<file path="src/design/ppu_settings.svh">
`ifndef PPU_SETTINGS_SVH
`define PPU_SETTINGS_SVH

// ==========================================================================
// Sprite scan sizing
// ==========================================================================

// Entries in object attribute memory.
`define OAM_ENTRIES 40

// Sprites kept per display line.
`define SPRITES_PER_LINE 10

// OAM Y holds the screen line plus this offset.
`define SPRITE_Y_OFFSET 16

`endif

</file>
<file path="src/design/oam_pkg.sv">
`include "ppu_settings.svh"

package oam_pkg;

	// Entry number inside OAM.
	typedef logic [$clog2(`OAM_ENTRIES)-1:0] oam_index_t;

	// Screen line, pixel column or raw OAM position.
	typedef logic [7:0] coord_t;

	// Position part of one OAM entry.
	typedef struct packed {
		coord_t y;
		coord_t x;
	} oam_entry_t;

endpackage

</file>
<file path="src/design/sprite_pkg.sv">
`include "ppu_settings.svh"

package sprite_pkg;

	// Row of the sprite that falls on the current line.
	typedef logic [3:0] sprite_row_t;

	// One bit per slot of the line store.
	typedef logic [`SPRITES_PER_LINE-1:0] slot_mask_t;

	// Sprite found on the line, on its way into the store.
	typedef struct packed {
		oam_pkg::oam_index_t idx;
		sprite_row_t         row;
		oam_pkg::coord_t     x;
	} sprite_cand_t;

	// Result of a pixel lookup.
	typedef struct packed {
		oam_pkg::oam_index_t idx;
		sprite_row_t         row;
	} sprite_hit_t;

	// Line phases.
	typedef enum logic [1:0] {
		ST_IDLE,
		ST_SCAN,
		ST_DRAIN,
		ST_RENDER
	} scan_state_t;

endpackage

</file>
<file path="src/design/oam_scan_fsm.sv">
`timescale 1ns/1ps

module oam_scan_fsm (
	input  logic clk_i,
	input  logic rst_n_i,
	input  logic line_start_i,
	input  logic last_entry_i,
	output logic scan_en_o,
	output logic clear_o,
	output logic render_o,
	output logic scan_done_o
);

	sprite_pkg::scan_state_t state_q;
	sprite_pkg::scan_state_t state_d;
	logic                    scan_done_q;

	// ======================================================================
	// Next state
	// ======================================================================

	always_comb begin
		state_d = state_q;
		case (state_q)
			sprite_pkg::ST_IDLE: begin
				state_d = sprite_pkg::ST_IDLE;
			end
			sprite_pkg::ST_SCAN: begin
				if (last_entry_i) begin
					state_d = sprite_pkg::ST_DRAIN;
				end
			end
			// Last candidate is written during this cycle.
			sprite_pkg::ST_DRAIN: begin
				state_d = sprite_pkg::ST_RENDER;
			end
			sprite_pkg::ST_RENDER: begin
				state_d = sprite_pkg::ST_RENDER;
			end
			default: begin
				state_d = sprite_pkg::ST_IDLE;
			end
		endcase
		// A new line always restarts the scan.
		if (line_start_i) begin
			state_d = sprite_pkg::ST_SCAN;
		end
	end

	always_ff @(posedge clk_i or negedge rst_n_i) begin
		if (!rst_n_i) begin
			state_q     <= sprite_pkg::ST_IDLE;
			scan_done_q <= 1'b0;
		end else begin
			state_q     <= state_d;
			scan_done_q <= (state_q == sprite_pkg::ST_DRAIN) && !line_start_i;
		end
	end

	// Held off in the restart cycle so no stale entry reaches the fresh store.
	assign scan_en_o   = (state_q == sprite_pkg::ST_SCAN) && !line_start_i;
	assign clear_o     = line_start_i;
	assign render_o    = (state_q == sprite_pkg::ST_RENDER);
	assign scan_done_o = scan_done_q;

	a_done_single : assert property (@(posedge clk_i) disable iff (!rst_n_i)
		scan_done_o |=> !scan_done_o)
		else $error("scan_done held longer than one cycle");

endmodule

</file>
<file path="src/design/oam_scan_counter.sv">
`timescale 1ns/1ps

`include "ppu_settings.svh"

module oam_scan_counter (
	input  logic                clk_i,
	input  logic                rst_n_i,
	input  logic                clear_i,
	input  logic                scan_en_i,
	output oam_pkg::oam_index_t entry_o,
	output logic                last_entry_o
);

	oam_pkg::oam_index_t entry_q;

	// Entry address, starts over at every new line.
	always_ff @(posedge clk_i or negedge rst_n_i) begin
		if (!rst_n_i) begin
			entry_q <= '0;
		end else if (clear_i) begin
			entry_q <= '0;
		end else if (scan_en_i && !last_entry_o) begin
			entry_q <= entry_q + 1'b1;
		end
	end

	assign entry_o      = entry_q;
	assign last_entry_o = (entry_q == oam_pkg::oam_index_t'(`OAM_ENTRIES - 1));

	a_entry_range : assert property (@(posedge clk_i) disable iff (!rst_n_i)
		entry_q <= oam_pkg::oam_index_t'(`OAM_ENTRIES - 1))
		else $error("OAM address past last entry");

endmodule

</file>
<file path="src/design/sprite_line_matcher.sv">
`timescale 1ns/1ps

`include "ppu_settings.svh"

module sprite_line_matcher (
	input  logic                    clk_i,
	input  logic                    rst_n_i,
	input  logic                    scan_en_i,
	input  logic                    tall_i,
	input  oam_pkg::coord_t         ly_i,
	input  oam_pkg::oam_index_t     entry_i,
	input  oam_pkg::oam_entry_t     oam_i,
	output logic                    cand_wr_o,
	output sprite_pkg::sprite_cand_t cand_o
);

	oam_pkg::coord_t          diff;
	logic                     on_line;
	logic                     cand_wr_q;
	sprite_pkg::sprite_cand_t cand_q;

	// Distance from the sprite top, wraps in 8 bits above the sprite.
	assign diff = ly_i + oam_pkg::coord_t'(`SPRITE_Y_OFFSET) - oam_i.y;

	// 8x16 mode doubles the height.
	assign on_line = tall_i ? (diff < 8'd16) : (diff < 8'd8);

	always_ff @(posedge clk_i or negedge rst_n_i) begin
		if (!rst_n_i) begin
			cand_wr_q <= 1'b0;
		end else begin
			cand_wr_q <= scan_en_i && on_line;
		end
	end

	always_ff @(posedge clk_i) begin
		cand_q.idx <= entry_i;
		cand_q.row <= sprite_pkg::sprite_row_t'(diff[3:0]);
		cand_q.x   <= oam_i.x;
	end

	assign cand_wr_o = cand_wr_q;
	assign cand_o    = cand_q;

endmodule

</file>
<file path="src/design/sprite_store.sv">
`timescale 1ns/1ps

`include "ppu_settings.svh"

module sprite_store (
	input  logic                     clk_i,
	input  logic                     rst_n_i,
	input  logic                     clear_i,
	input  logic                     cand_wr_i,
	input  sprite_pkg::sprite_cand_t cand_i,
	input  logic                     lookup_i,
	input  logic                     match_any_i,
	input  logic [3:0]               match_slot_i,
	output sprite_pkg::slot_mask_t   slot_wr_o,
	output sprite_pkg::slot_mask_t   filled_o,
	output oam_pkg::coord_t          x_o,
	output logic [3:0]               count_o,
	output logic                     hit_valid_o,
	output logic                     hit_found_o,
	output sprite_pkg::sprite_hit_t  hit_o
);

	sprite_pkg::sprite_hit_t slots_q [`SPRITES_PER_LINE];
	logic [3:0]              count_q;
	logic                    wr_en;
	logic                    hit_valid_q;
	logic                    hit_found_q;
	sprite_pkg::sprite_hit_t hit_q;

	// ======================================================================
	// Slot allocation
	// ======================================================================

	// Later candidates are dropped once all slots are taken.
	assign wr_en = cand_wr_i && !clear_i && (count_q < 4'(`SPRITES_PER_LINE));

	always_ff @(posedge clk_i or negedge rst_n_i) begin
		if (!rst_n_i) begin
			count_q <= '0;
		end else if (clear_i) begin
			count_q <= '0;
		end else if (wr_en) begin
			count_q <= count_q + 4'd1;
		end
	end

	always_ff @(posedge clk_i) begin
		if (wr_en) begin
			slots_q[count_q].idx <= cand_i.idx;
			slots_q[count_q].row <= cand_i.row;
		end
	end

	assign slot_wr_o = wr_en ? (sprite_pkg::slot_mask_t'(1) << count_q) : '0;
	assign x_o       = cand_i.x;
	assign count_o   = count_q;

	always_comb begin
		for (int i = 0; i < `SPRITES_PER_LINE; i++) begin
			filled_o[i] = (i < count_q);
		end
	end

	// ======================================================================
	// Lookup result
	// ======================================================================

	always_ff @(posedge clk_i or negedge rst_n_i) begin
		if (!rst_n_i) begin
			hit_valid_q <= 1'b0;
			hit_found_q <= 1'b0;
		end else begin
			hit_valid_q <= lookup_i;
			hit_found_q <= lookup_i && match_any_i;
		end
	end

	always_ff @(posedge clk_i) begin
		if (lookup_i && match_slot_i < 4'(`SPRITES_PER_LINE)) begin
			hit_q <= slots_q[match_slot_i];
		end
	end

	assign hit_valid_o = hit_valid_q;
	assign hit_found_o = hit_found_q;
	assign hit_o       = hit_q;

	a_count_cap : assert property (@(posedge clk_i) disable iff (!rst_n_i)
		count_q <= 4'(`SPRITES_PER_LINE))
		else $error("sprite store count overflow");

endmodule

</file>
<file path="src/design/sprite_x_match.sv">
`timescale 1ns/1ps

`include "ppu_settings.svh"

module sprite_x_match (
	input  logic                   clk_i,
	input  logic                   rst_n_i,
	input  sprite_pkg::slot_mask_t slot_wr_i,
	input  sprite_pkg::slot_mask_t filled_i,
	input  oam_pkg::coord_t        x_i,
	input  oam_pkg::coord_t        px_x_i,
	output logic [3:0]             match_slot_o,
	output logic                   match_any_o
);

	oam_pkg::coord_t        x_q [`SPRITES_PER_LINE];
	sprite_pkg::slot_mask_t hit_mask;

	always_ff @(posedge clk_i) begin
		for (int i = 0; i < `SPRITES_PER_LINE; i++) begin
			if (slot_wr_i[i]) begin
				x_q[i] <= x_i;
			end
		end
	end

	// Empty slots never match.
	always_comb begin
		for (int i = 0; i < `SPRITES_PER_LINE; i++) begin
			hit_mask[i] = filled_i[i] && (x_q[i] == px_x_i);
		end
	end

	// Lowest slot wins, which is also the lowest OAM index.
	always_comb begin
		match_slot_o = '0;
		for (int i = `SPRITES_PER_LINE - 1; i >= 0; i--) begin
			if (hit_mask[i]) begin
				match_slot_o = 4'(i);
			end
		end
	end

	assign match_any_o = |hit_mask;

	// Store only ever allocates a slot that was still empty.
	a_wr_free_slot : assert property (@(posedge clk_i) disable iff (!rst_n_i)
		$onehot0(slot_wr_i) && ((slot_wr_i & filled_i) == '0))
		else $error("X register write to an occupied slot");

endmodule

</file>
<file path="src/design/sprite_scan_top.sv">
`timescale 1ns/1ps

module sprite_scan_top (
	input  logic                    clk_i,
	input  logic                    rst_n_i,
	input  logic                    line_start_i,
	input  logic                    tall_i,
	input  logic                    px_valid_i,
	input  oam_pkg::coord_t         ly_i,
	input  oam_pkg::coord_t         px_x_i,
	input  oam_pkg::oam_entry_t     oam_entry_i,
	output oam_pkg::oam_index_t     oam_addr_o,
	output logic                    scan_done_o,
	output logic                    hit_valid_o,
	output logic                    sprite_hit_o,
	output logic [3:0]              sprite_count_o,
	output sprite_pkg::sprite_hit_t hit_o
);

	logic                     scan_en;
	logic                     clear;
	logic                     render;
	logic                     last_entry;
	logic                     lookup;
	logic                     cand_wr;
	sprite_pkg::sprite_cand_t cand;
	sprite_pkg::slot_mask_t   slot_wr;
	sprite_pkg::slot_mask_t   filled;
	oam_pkg::coord_t          slot_x;
	logic [3:0]               match_slot;
	logic                     match_any;

	// Pixel lookups count only while rendering.
	assign lookup = px_valid_i && render;

	oam_scan_fsm i_fsm (
		.clk_i        (clk_i),
		.rst_n_i      (rst_n_i),
		.line_start_i (line_start_i),
		.last_entry_i (last_entry),
		.scan_en_o    (scan_en),
		.clear_o      (clear),
		.render_o     (render),
		.scan_done_o  (scan_done_o)
	);

	oam_scan_counter i_counter (
		.clk_i        (clk_i),
		.rst_n_i      (rst_n_i),
		.clear_i      (clear),
		.scan_en_i    (scan_en),
		.entry_o      (oam_addr_o),
		.last_entry_o (last_entry)
	);

	sprite_line_matcher i_matcher (
		.clk_i     (clk_i),
		.rst_n_i   (rst_n_i),
		.scan_en_i (scan_en),
		.tall_i    (tall_i),
		.ly_i      (ly_i),
		.entry_i   (oam_addr_o),
		.oam_i     (oam_entry_i),
		.cand_wr_o (cand_wr),
		.cand_o    (cand)
	);

	sprite_store i_store (
		.clk_i        (clk_i),
		.rst_n_i      (rst_n_i),
		.clear_i      (clear),
		.cand_wr_i    (cand_wr),
		.cand_i       (cand),
		.lookup_i     (lookup),
		.match_any_i  (match_any),
		.match_slot_i (match_slot),
		.slot_wr_o    (slot_wr),
		.filled_o     (filled),
		.x_o          (slot_x),
		.count_o      (sprite_count_o),
		.hit_valid_o  (hit_valid_o),
		.hit_found_o  (sprite_hit_o),
		.hit_o        (hit_o)
	);

	sprite_x_match i_x_match (
		.clk_i        (clk_i),
		.rst_n_i      (rst_n_i),
		.slot_wr_i    (slot_wr),
		.filled_i     (filled),
		.x_i          (slot_x),
		.px_x_i       (px_x_i),
		.match_slot_o (match_slot),
		.match_any_o  (match_any)
	);

endmodule

</file>
<file path="config.mk">
export PLATFORM = sky130hd
export DESIGN_NAME = sprite_scan_top
export DESIGN_NICKNAME = d
export VERILOG_FILES = /design/src/design/oam_pkg.sv /design/src/design/sprite_pkg.sv /design/src/design/oam_scan_fsm.sv /design/src/design/oam_scan_counter.sv /design/src/design/sprite_line_matcher.sv /design/src/design/sprite_store.sv /design/src/design/sprite_x_match.sv /design/src/design/sprite_scan_top.sv
export VERILOG_INCLUDE_DIRS = /design/src /design/src/design
export SDC_FILE = /design/constraint.sdc
export NUM_CORES = 1
export LEC_CHECK = 0
export BUFFER_PORTS_ARGS = -buffer_cell sky130_fd_sc_hd__buf_4
export CAP_MARGIN = 20
export CORE_ASPECT_RATIO = 0.9
export CORE_MARGIN = 10
export CORE_UTILIZATION = 25
export CTS_BUF_LIST = sky130_fd_sc_hd__clkbuf_4
export CTS_CLUSTER_SIZE = 16
export DETAILED_ROUTE_END_ITERATION = 6
export GPL_ROUTABILITY_DRIVEN = 0
export PLACE_DENSITY = 0.5
export SKIP_LAST_GASP = 1
export SYNTH_ARGS = -nofsm -noshare
export SYNTH_HDL_FRONTEND = slang
export SYNTH_SLANG_ARGS = --single-unit
export TNS_END_PERCENT = 1
</file>
<file path="constraint.sdc">
create_clock -name clk_i -period 4.64 [get_ports clk_i]
set_input_delay 0 -clock clk_i [delete_from_list [all_inputs] [get_ports clk_i]]
set_output_delay 0 -clock clk_i [all_outputs]
set_load 0.01 [all_outputs]
</file>
[After elaboration in Yosys (flattened, before gate mapping)]
Memory sizes are Yosys's and may differ from the RTL's. A register that Yosys moved wholly into a read port is not among the register bits.
Index checks and enable logic that the tools add are counted.
Operators by class
  magnitude comparators: 14
  add/sub/neg operators: 4
  reductions and logical operators: 26
  shift-type cells: 1
  multiplexer cells: 41
  equal/unequal tests: 15
Operator list (number)
  == test 8 bit: 10
  2-to-1 mux 4 bit: 12
  2-to-1 mux 1 bit: 23
  logical AND 1 bit: 19
  < comparator 3 x 4 -> 1 bit, first input constant: 4
  2-to-1 mux 6 bit: 2
  2-to-1 mux 10 bit: 1
  OR reduction 10 bit: 1
  << shifter 1 x 4 -> 10 bit, first input constant: 1
  adder 8 x 5 -> 8 bit, second input constant: 1
  < comparator 1 x 4 -> 1 bit, first input constant: 2
  < comparator 2 x 4 -> 1 bit, first input constant: 2
  < comparator 4 bit, first input constant: 2
  < comparator 4 bit, second input constant: 2
  < comparator 8 x 4 -> 1 bit, second input constant: 1
  < comparator 8 x 5 -> 1 bit, second input constant: 1
  subtractor 8 bit: 1
  adder 6 x 1 -> 6 bit, second input constant: 1
  == test 6 bit, second input constant: 1
  one-hot mux 2 bit (3 select lines): 1
  adder 4 x 1 -> 4 bit, second input constant: 1
  == test 2 bit, second input constant: 2
  2-to-1 mux 2 bit: 2
  nonzero test 2 bit: 2
  5 further kinds: 6
Word-level totals
  bits in registers: 34
  output and inout port bits: 23
  memories kept: 2
  logic and storage cells: 113
  memory bits (writable): 180
Memories
  i_store.slots_q: depth 10, width 10, read ports 1, clocked after memory_dff 1, wr ports 1, RTL line sprite_store.sv:23  | sprite_pkg::sprite_hit_t slots_q [`SPRITES_PER_LINE];
  i_x_match.x_q: depth 10, width 8, read ports 10, clocked after memory_dff 0, wr ports 10, RTL line sprite_x_match.sv:16  | oam_pkg::coord_t x_q [`SPRITES_PER_LINE];

[Longest topological paths before layout]
An unclocked memory read counts as a cell.
  depth after elaboration: 15
  gate-level depth with buffers: 15
  gate-level depth less buffers: 11

[Cells and area by module]
Synthesis repeated with hierarchy kept, for this count alone.
Second synthesis, totals
  cells, all modules: 629
  area, all modules: 9741.8 um^2
By module, submodules not included
  sprite_store: area an instance 4777.1 um^2, sequential area each 3453.3 um^2, times used 1, cells each 270
  sprite_x_match: area an instance 3637.2 um^2, sequential area each 2402.3 um^2, times used 1, cells each 238
  sprite_line_matcher: area an instance 785.8 um^2, sequential area each 385.4 um^2, times used 1, cells each 68
  oam_scan_counter: area an instance 401.6 um^2, sequential area each 150.1 um^2, times used 1, cells each 40
  oam_scan_fsm: area an instance 133.9 um^2, sequential area each 75.1 um^2, times used 1, cells each 12
  sprite_scan_top: area an instance 6.3 um^2, sequential area each 0.0 um^2, times used 1, cells each 1

[Worst setup path before layout]
Ideal clock, no wire load.
  kind: flip-flop to flip-flop
  from: register i_store.count_q[1], in the netlist i_store.count_o[1]
  to: register i_store.hit_o[1] (netlist name)
  cell stages (with the launch flop): 15
  data arrival time: 2863 ps
  setup slack: 1523 ps
  buffers on the path: 3
  path through: dfrtp_1 buf_2 inv_1 ha_1 nand2b_1 nand4_1 or4_4 a211oi_2 or2_1 buf_6 a21o_4 buf_8 mux2_4 o22a_1 a21o_1
Between the ends
  longest elaborated chain between the ends: 14
  elaborated cells on any way between the ends: 32
  classes of those cells: 11 x order compare; 10 x mux; 11 x reduce/logical
Ends and longest elaborated chain
  start, declared: RTL line sprite_store.sv:24  | logic [3:0] count_q;
  start signal, assigned: RTL line sprite_store.sv:43  | count_q <= count_q + 4'd1;
  < comparator 4 bit: RTL line sprite_store.sv:60  | filled_o[i] = (i < count_q);
  logical AND 1 bit: RTL line sprite_x_match.sv:30  | hit_mask[i] = filled_i[i] && (x_q[i] == px_x_i);
  2-to-1 mux 4 bit (9 in series): RTL line sprite_x_match.sv:38  | if (hit_mask[i]) begin
  2-to-1 mux 4 bit *: RTL line sprite_x_match.sv:38
  < comparator 4 bit: RTL line sprite_store.sv:79  | if (lookup_i && match_slot_i < 4'(`SPRITES_PER_LINE)) begin
  logical AND 1 bit: RTL line sprite_store.sv:79
Every way passes the cells marked *; elsewhere a longest branch is shown, timed or not.
A chain may end at the register's enable or synchronous reset.

[Worst setup path after layout]
  from: register i_store.count_q[1], in the netlist i_store.count_o[1]
  to: register i_store.hit_o[1] (netlist name)
Between the ends
  longest elaborated chain between the ends: 14
  elaborated cells on any way between the ends: 32
  classes of those cells: 11 x order compare; 10 x mux; 11 x reduce/logical
Ends and longest elaborated chain (RTL line)
  < comparator 4 bit: sprite_store.sv:60
  logical AND 1 bit: sprite_x_match.sv:30
  2-to-1 mux 4 bit (9 in series): sprite_x_match.sv:38
  2-to-1 mux 4 bit *: sprite_x_match.sv:38
  < comparator 4 bit: sprite_store.sv:79
  logical AND 1 bit: sprite_store.sv:79
Marks and branches as above.

==> flow_summary.ini <==
[global_routing]
grtUsageTotal = 0.1019
grt_max_degree = 41
grt_pass1_vias = 6094
antenna_found_initial = 1
grt_pass1_wl_mm = 37.42
gr-total-overflow = 0

[setup_path]
worst_ep_required_time_ns = 5.10
cp_slowest_stage_delay_ns = 0.63
worst-setup-path-type = flip-flop to flip-flop
path_buf_inv = 0
end_kind = flip-flop
startpoint_type = flip-flop
slowest_stage = or4_1
cp_data_arrival_time_ns = 4.21
cp_top_family = compound AO/OA/AOI/OAI gates
path_cells = ha_1, nor3_1, or4_1, o21ai_1, a21o_4, mux2_2, o211a_1, a21o_1
path_max_fanout = 40

[placement]
post-place-ws_ns = 0.9037
numPortBuffers = 59
place_inst = 1246
place_hpwl_mm = 16.01

[detailed_routing]
drt-pass1-iter-count = 5
wl_per_cell_um = 17.73
totalWireLength_mm = 24.45
drc = 0
drtIter0Drc = 378
detail-route-antenna-nets = 0
vias = 5964
via_per_inst = 4.325

[floorplanning]
die_y_um = 207.0
core.rowCount = 68
die_area_um2 = 47170
design.core.area_um2 = 38370
start_util = 0.2533
die_w_um = 227.8
ios = 60

[timing]
clock.fmax_ghz = 0.2672
rsz0062_at_grt = no
slew_headroom = 0.3838
period_share = 0.8066
fin_ws_ns = 0.8976
finalSetupViolCount = 0
slew_violations = 0
fin_tns_setup_ns = 0
finalHoldViolations = 0
tightest_slew_ns = 0.9244
fin_skew_ns = 0.03727
layout_min_cycle_time_ns = 3.742

[clock_network]
clock_path_buffers = 3
htreeDepth = 2
cts_buffers = 56
cts_tree = yes
cts_root_buf = clkbuf_4
path_clk_slew_ns = 0.07
clkLatencyLatePin_ns = 0.71
clock_sinks = 224
cts_setup_buffers = 0

[finish]
final_common_cell = edfxtp_1
finalNetCount = 871
final_cells = 1379
drive_gt1_frac = 0.1958
syn_to_final_growth_pct = 20.08
final_cell_mix = edfxtp_1, clkbuf_4, buf_4, xnor2_1, nand2_1

[logic_synthesis]
synth_top_area_frac = 0.5871
synth_area_um2 = 9718
synth.area.top_cells = edfxtp_1, xnor2_1, dfrtp_1, dfxtp_1, ha_1
ys_ff_latch = 224
yosysSeqAreaShare = 0.6654
synthArstFlopShare = 0.07143
yosysWarnings = 0
syn_area_per_cell_um2 = 14.13
synth_edf_count = 190
netlist_instances = 688
synth_top_cell_by_area = edfxtp_1
syn_nets = 746
ys_types = 69
synth-main-ff-cell = edfxtp_1

[run_status]
status = complete, no violations

[power]
switching_share = 0.2331
combPwrFrac = 0.052
p_leak_uw = 0.004247
peakVddDrop_mv = 0.1876
p_sw_uw = 948.4
seqPwrFrac = 0.562
power_density_nw_per_um2 = 348.7
power_frac_clock = 0.386
total_power_uw = 4069
intPower_uw = 3121

[run]
cap_violations = 0

[worst_hold_path]
hold_class = input pin to flip-flop
## state kept, by name (all words and copies together), names as in the netlist, 2 cells and up
| register | flops |
|---|---|
| i_x_match.x_q | 80 |
| i_store.count_o | 4 |
| i_store.hit_o | 10 |
| i_matcher.cand_o | 18 |
| i_store.slots_q | 100 |
| i_counter.entry_o | 6 |
| i_fsm.state_q | 2 |
## synthesized netlist by cell type (16+ instances only)
master	number
ha_1	20
and3_1	17
dfxtp_1	18
xor2_1	22
a21oi_1	23
nand3_1	30
nor2_1	18
xnor2_1	63
nand2_1	55
edfxtp_1	190
dfrtp_1	16
inv_1	22
## metrics by stage
stage,hold slack (ns),util,area [um2]
2_1_floorplan,-0.2956,-,9718
6_report,0.1109,0.3041,11670
3_5_place_dp,-0.1277,0.2777,10660
5_1_grt,0.1111,0.3041,11670
4_1_cts,0.06464,0.3041,11670
3_3_place_gp,-0.1266,0.2777,10660
## power groups by stage
stage	registers [uW]	logic [uW]	clock network, uW
after floorplan	2300	111	0
after global placement	2330	183	0
after detailed placement	2330	182	0
after CTS	2290	215	1620
after global routing	2290	236	1720
final	2290	211	1570
## layout make-up
class	instances	area (um2)
tap	525	656.9
antenna	1	2.502
fill	3861	26700
timing repair buffer	99	828.3
sequential	224	6466
clock buffer	72	540.5
inverter	22	82.58
multi-input combinational	410	2963
clock inverter	26	130.1
## worst min-delay path, stage by stage
cell	delay [ns]
buf_4	0.08
ha_1	0.24
inv_1	0.08
fa_1	0.21
xnor2_1	0.12
## metal layers
metal  part of all wire  track usage  routed length (um)  vias to the layer above
met1               0.46       0.1310               11220                     2910
met5                  0            0                   0                        -
met3              0.055      0.02445                1333                       27
li1                   -            -                   -                     2861
met4              0.016      0.03571                 392                        0
met2               0.47       0.1642               11510                      166
## cell families (layout without fill, tap and decap cells)
| logic type | count (synthesis) | in the layout | synth area share |
|---|---|---|---|
| AO/OA/AOI/OAI | 105 | 105 | 0.07982 |
| XOR/XNOR | 88 | 88 | 0.08163 |
| other | 0 | 1 | 0 |
| flip-flops | 224 | 224 | 0.6654 |
| buffers and inverters | 54 | 219 | 0.02974 |
| AND/OR/NAND/NOR | 182 | 182 | 0.09953 |
| adder cells (fa/ha/maj) | 21 | 21 | 0.02781 |
| multiplexers | 14 | 14 | 0.01609 |
## what timing repair did
item | CTS | global route
hold buffers | 34 | 0
resized for setup | 0 | 0
endpoints found under the hold margin | 44 | 0
## worst paths after layout
path	from	slack, ns	end	depth (start not counted)
min in group asynchronous	rst_n_i	0.45	i_store.count_o[1]	3
worst max-delay path	i_store.count_o[1]	0.90	i_store.hit_o[1]	8
worst min register to register	i_counter.entry_o[5]	0.45	i_matcher.cand_o[17]	0
worst max register to register	i_store.count_o[1]	0.90	i_store.hit_o[1]	8
worst min-delay path	ly_i[2]	0.11	i_matcher.cand_o[11]	5
max in group asynchronous	rst_n_i	3.72	i_counter.entry_o[5]	3
No activity file was read; power rests on OpenSTA's default activity.
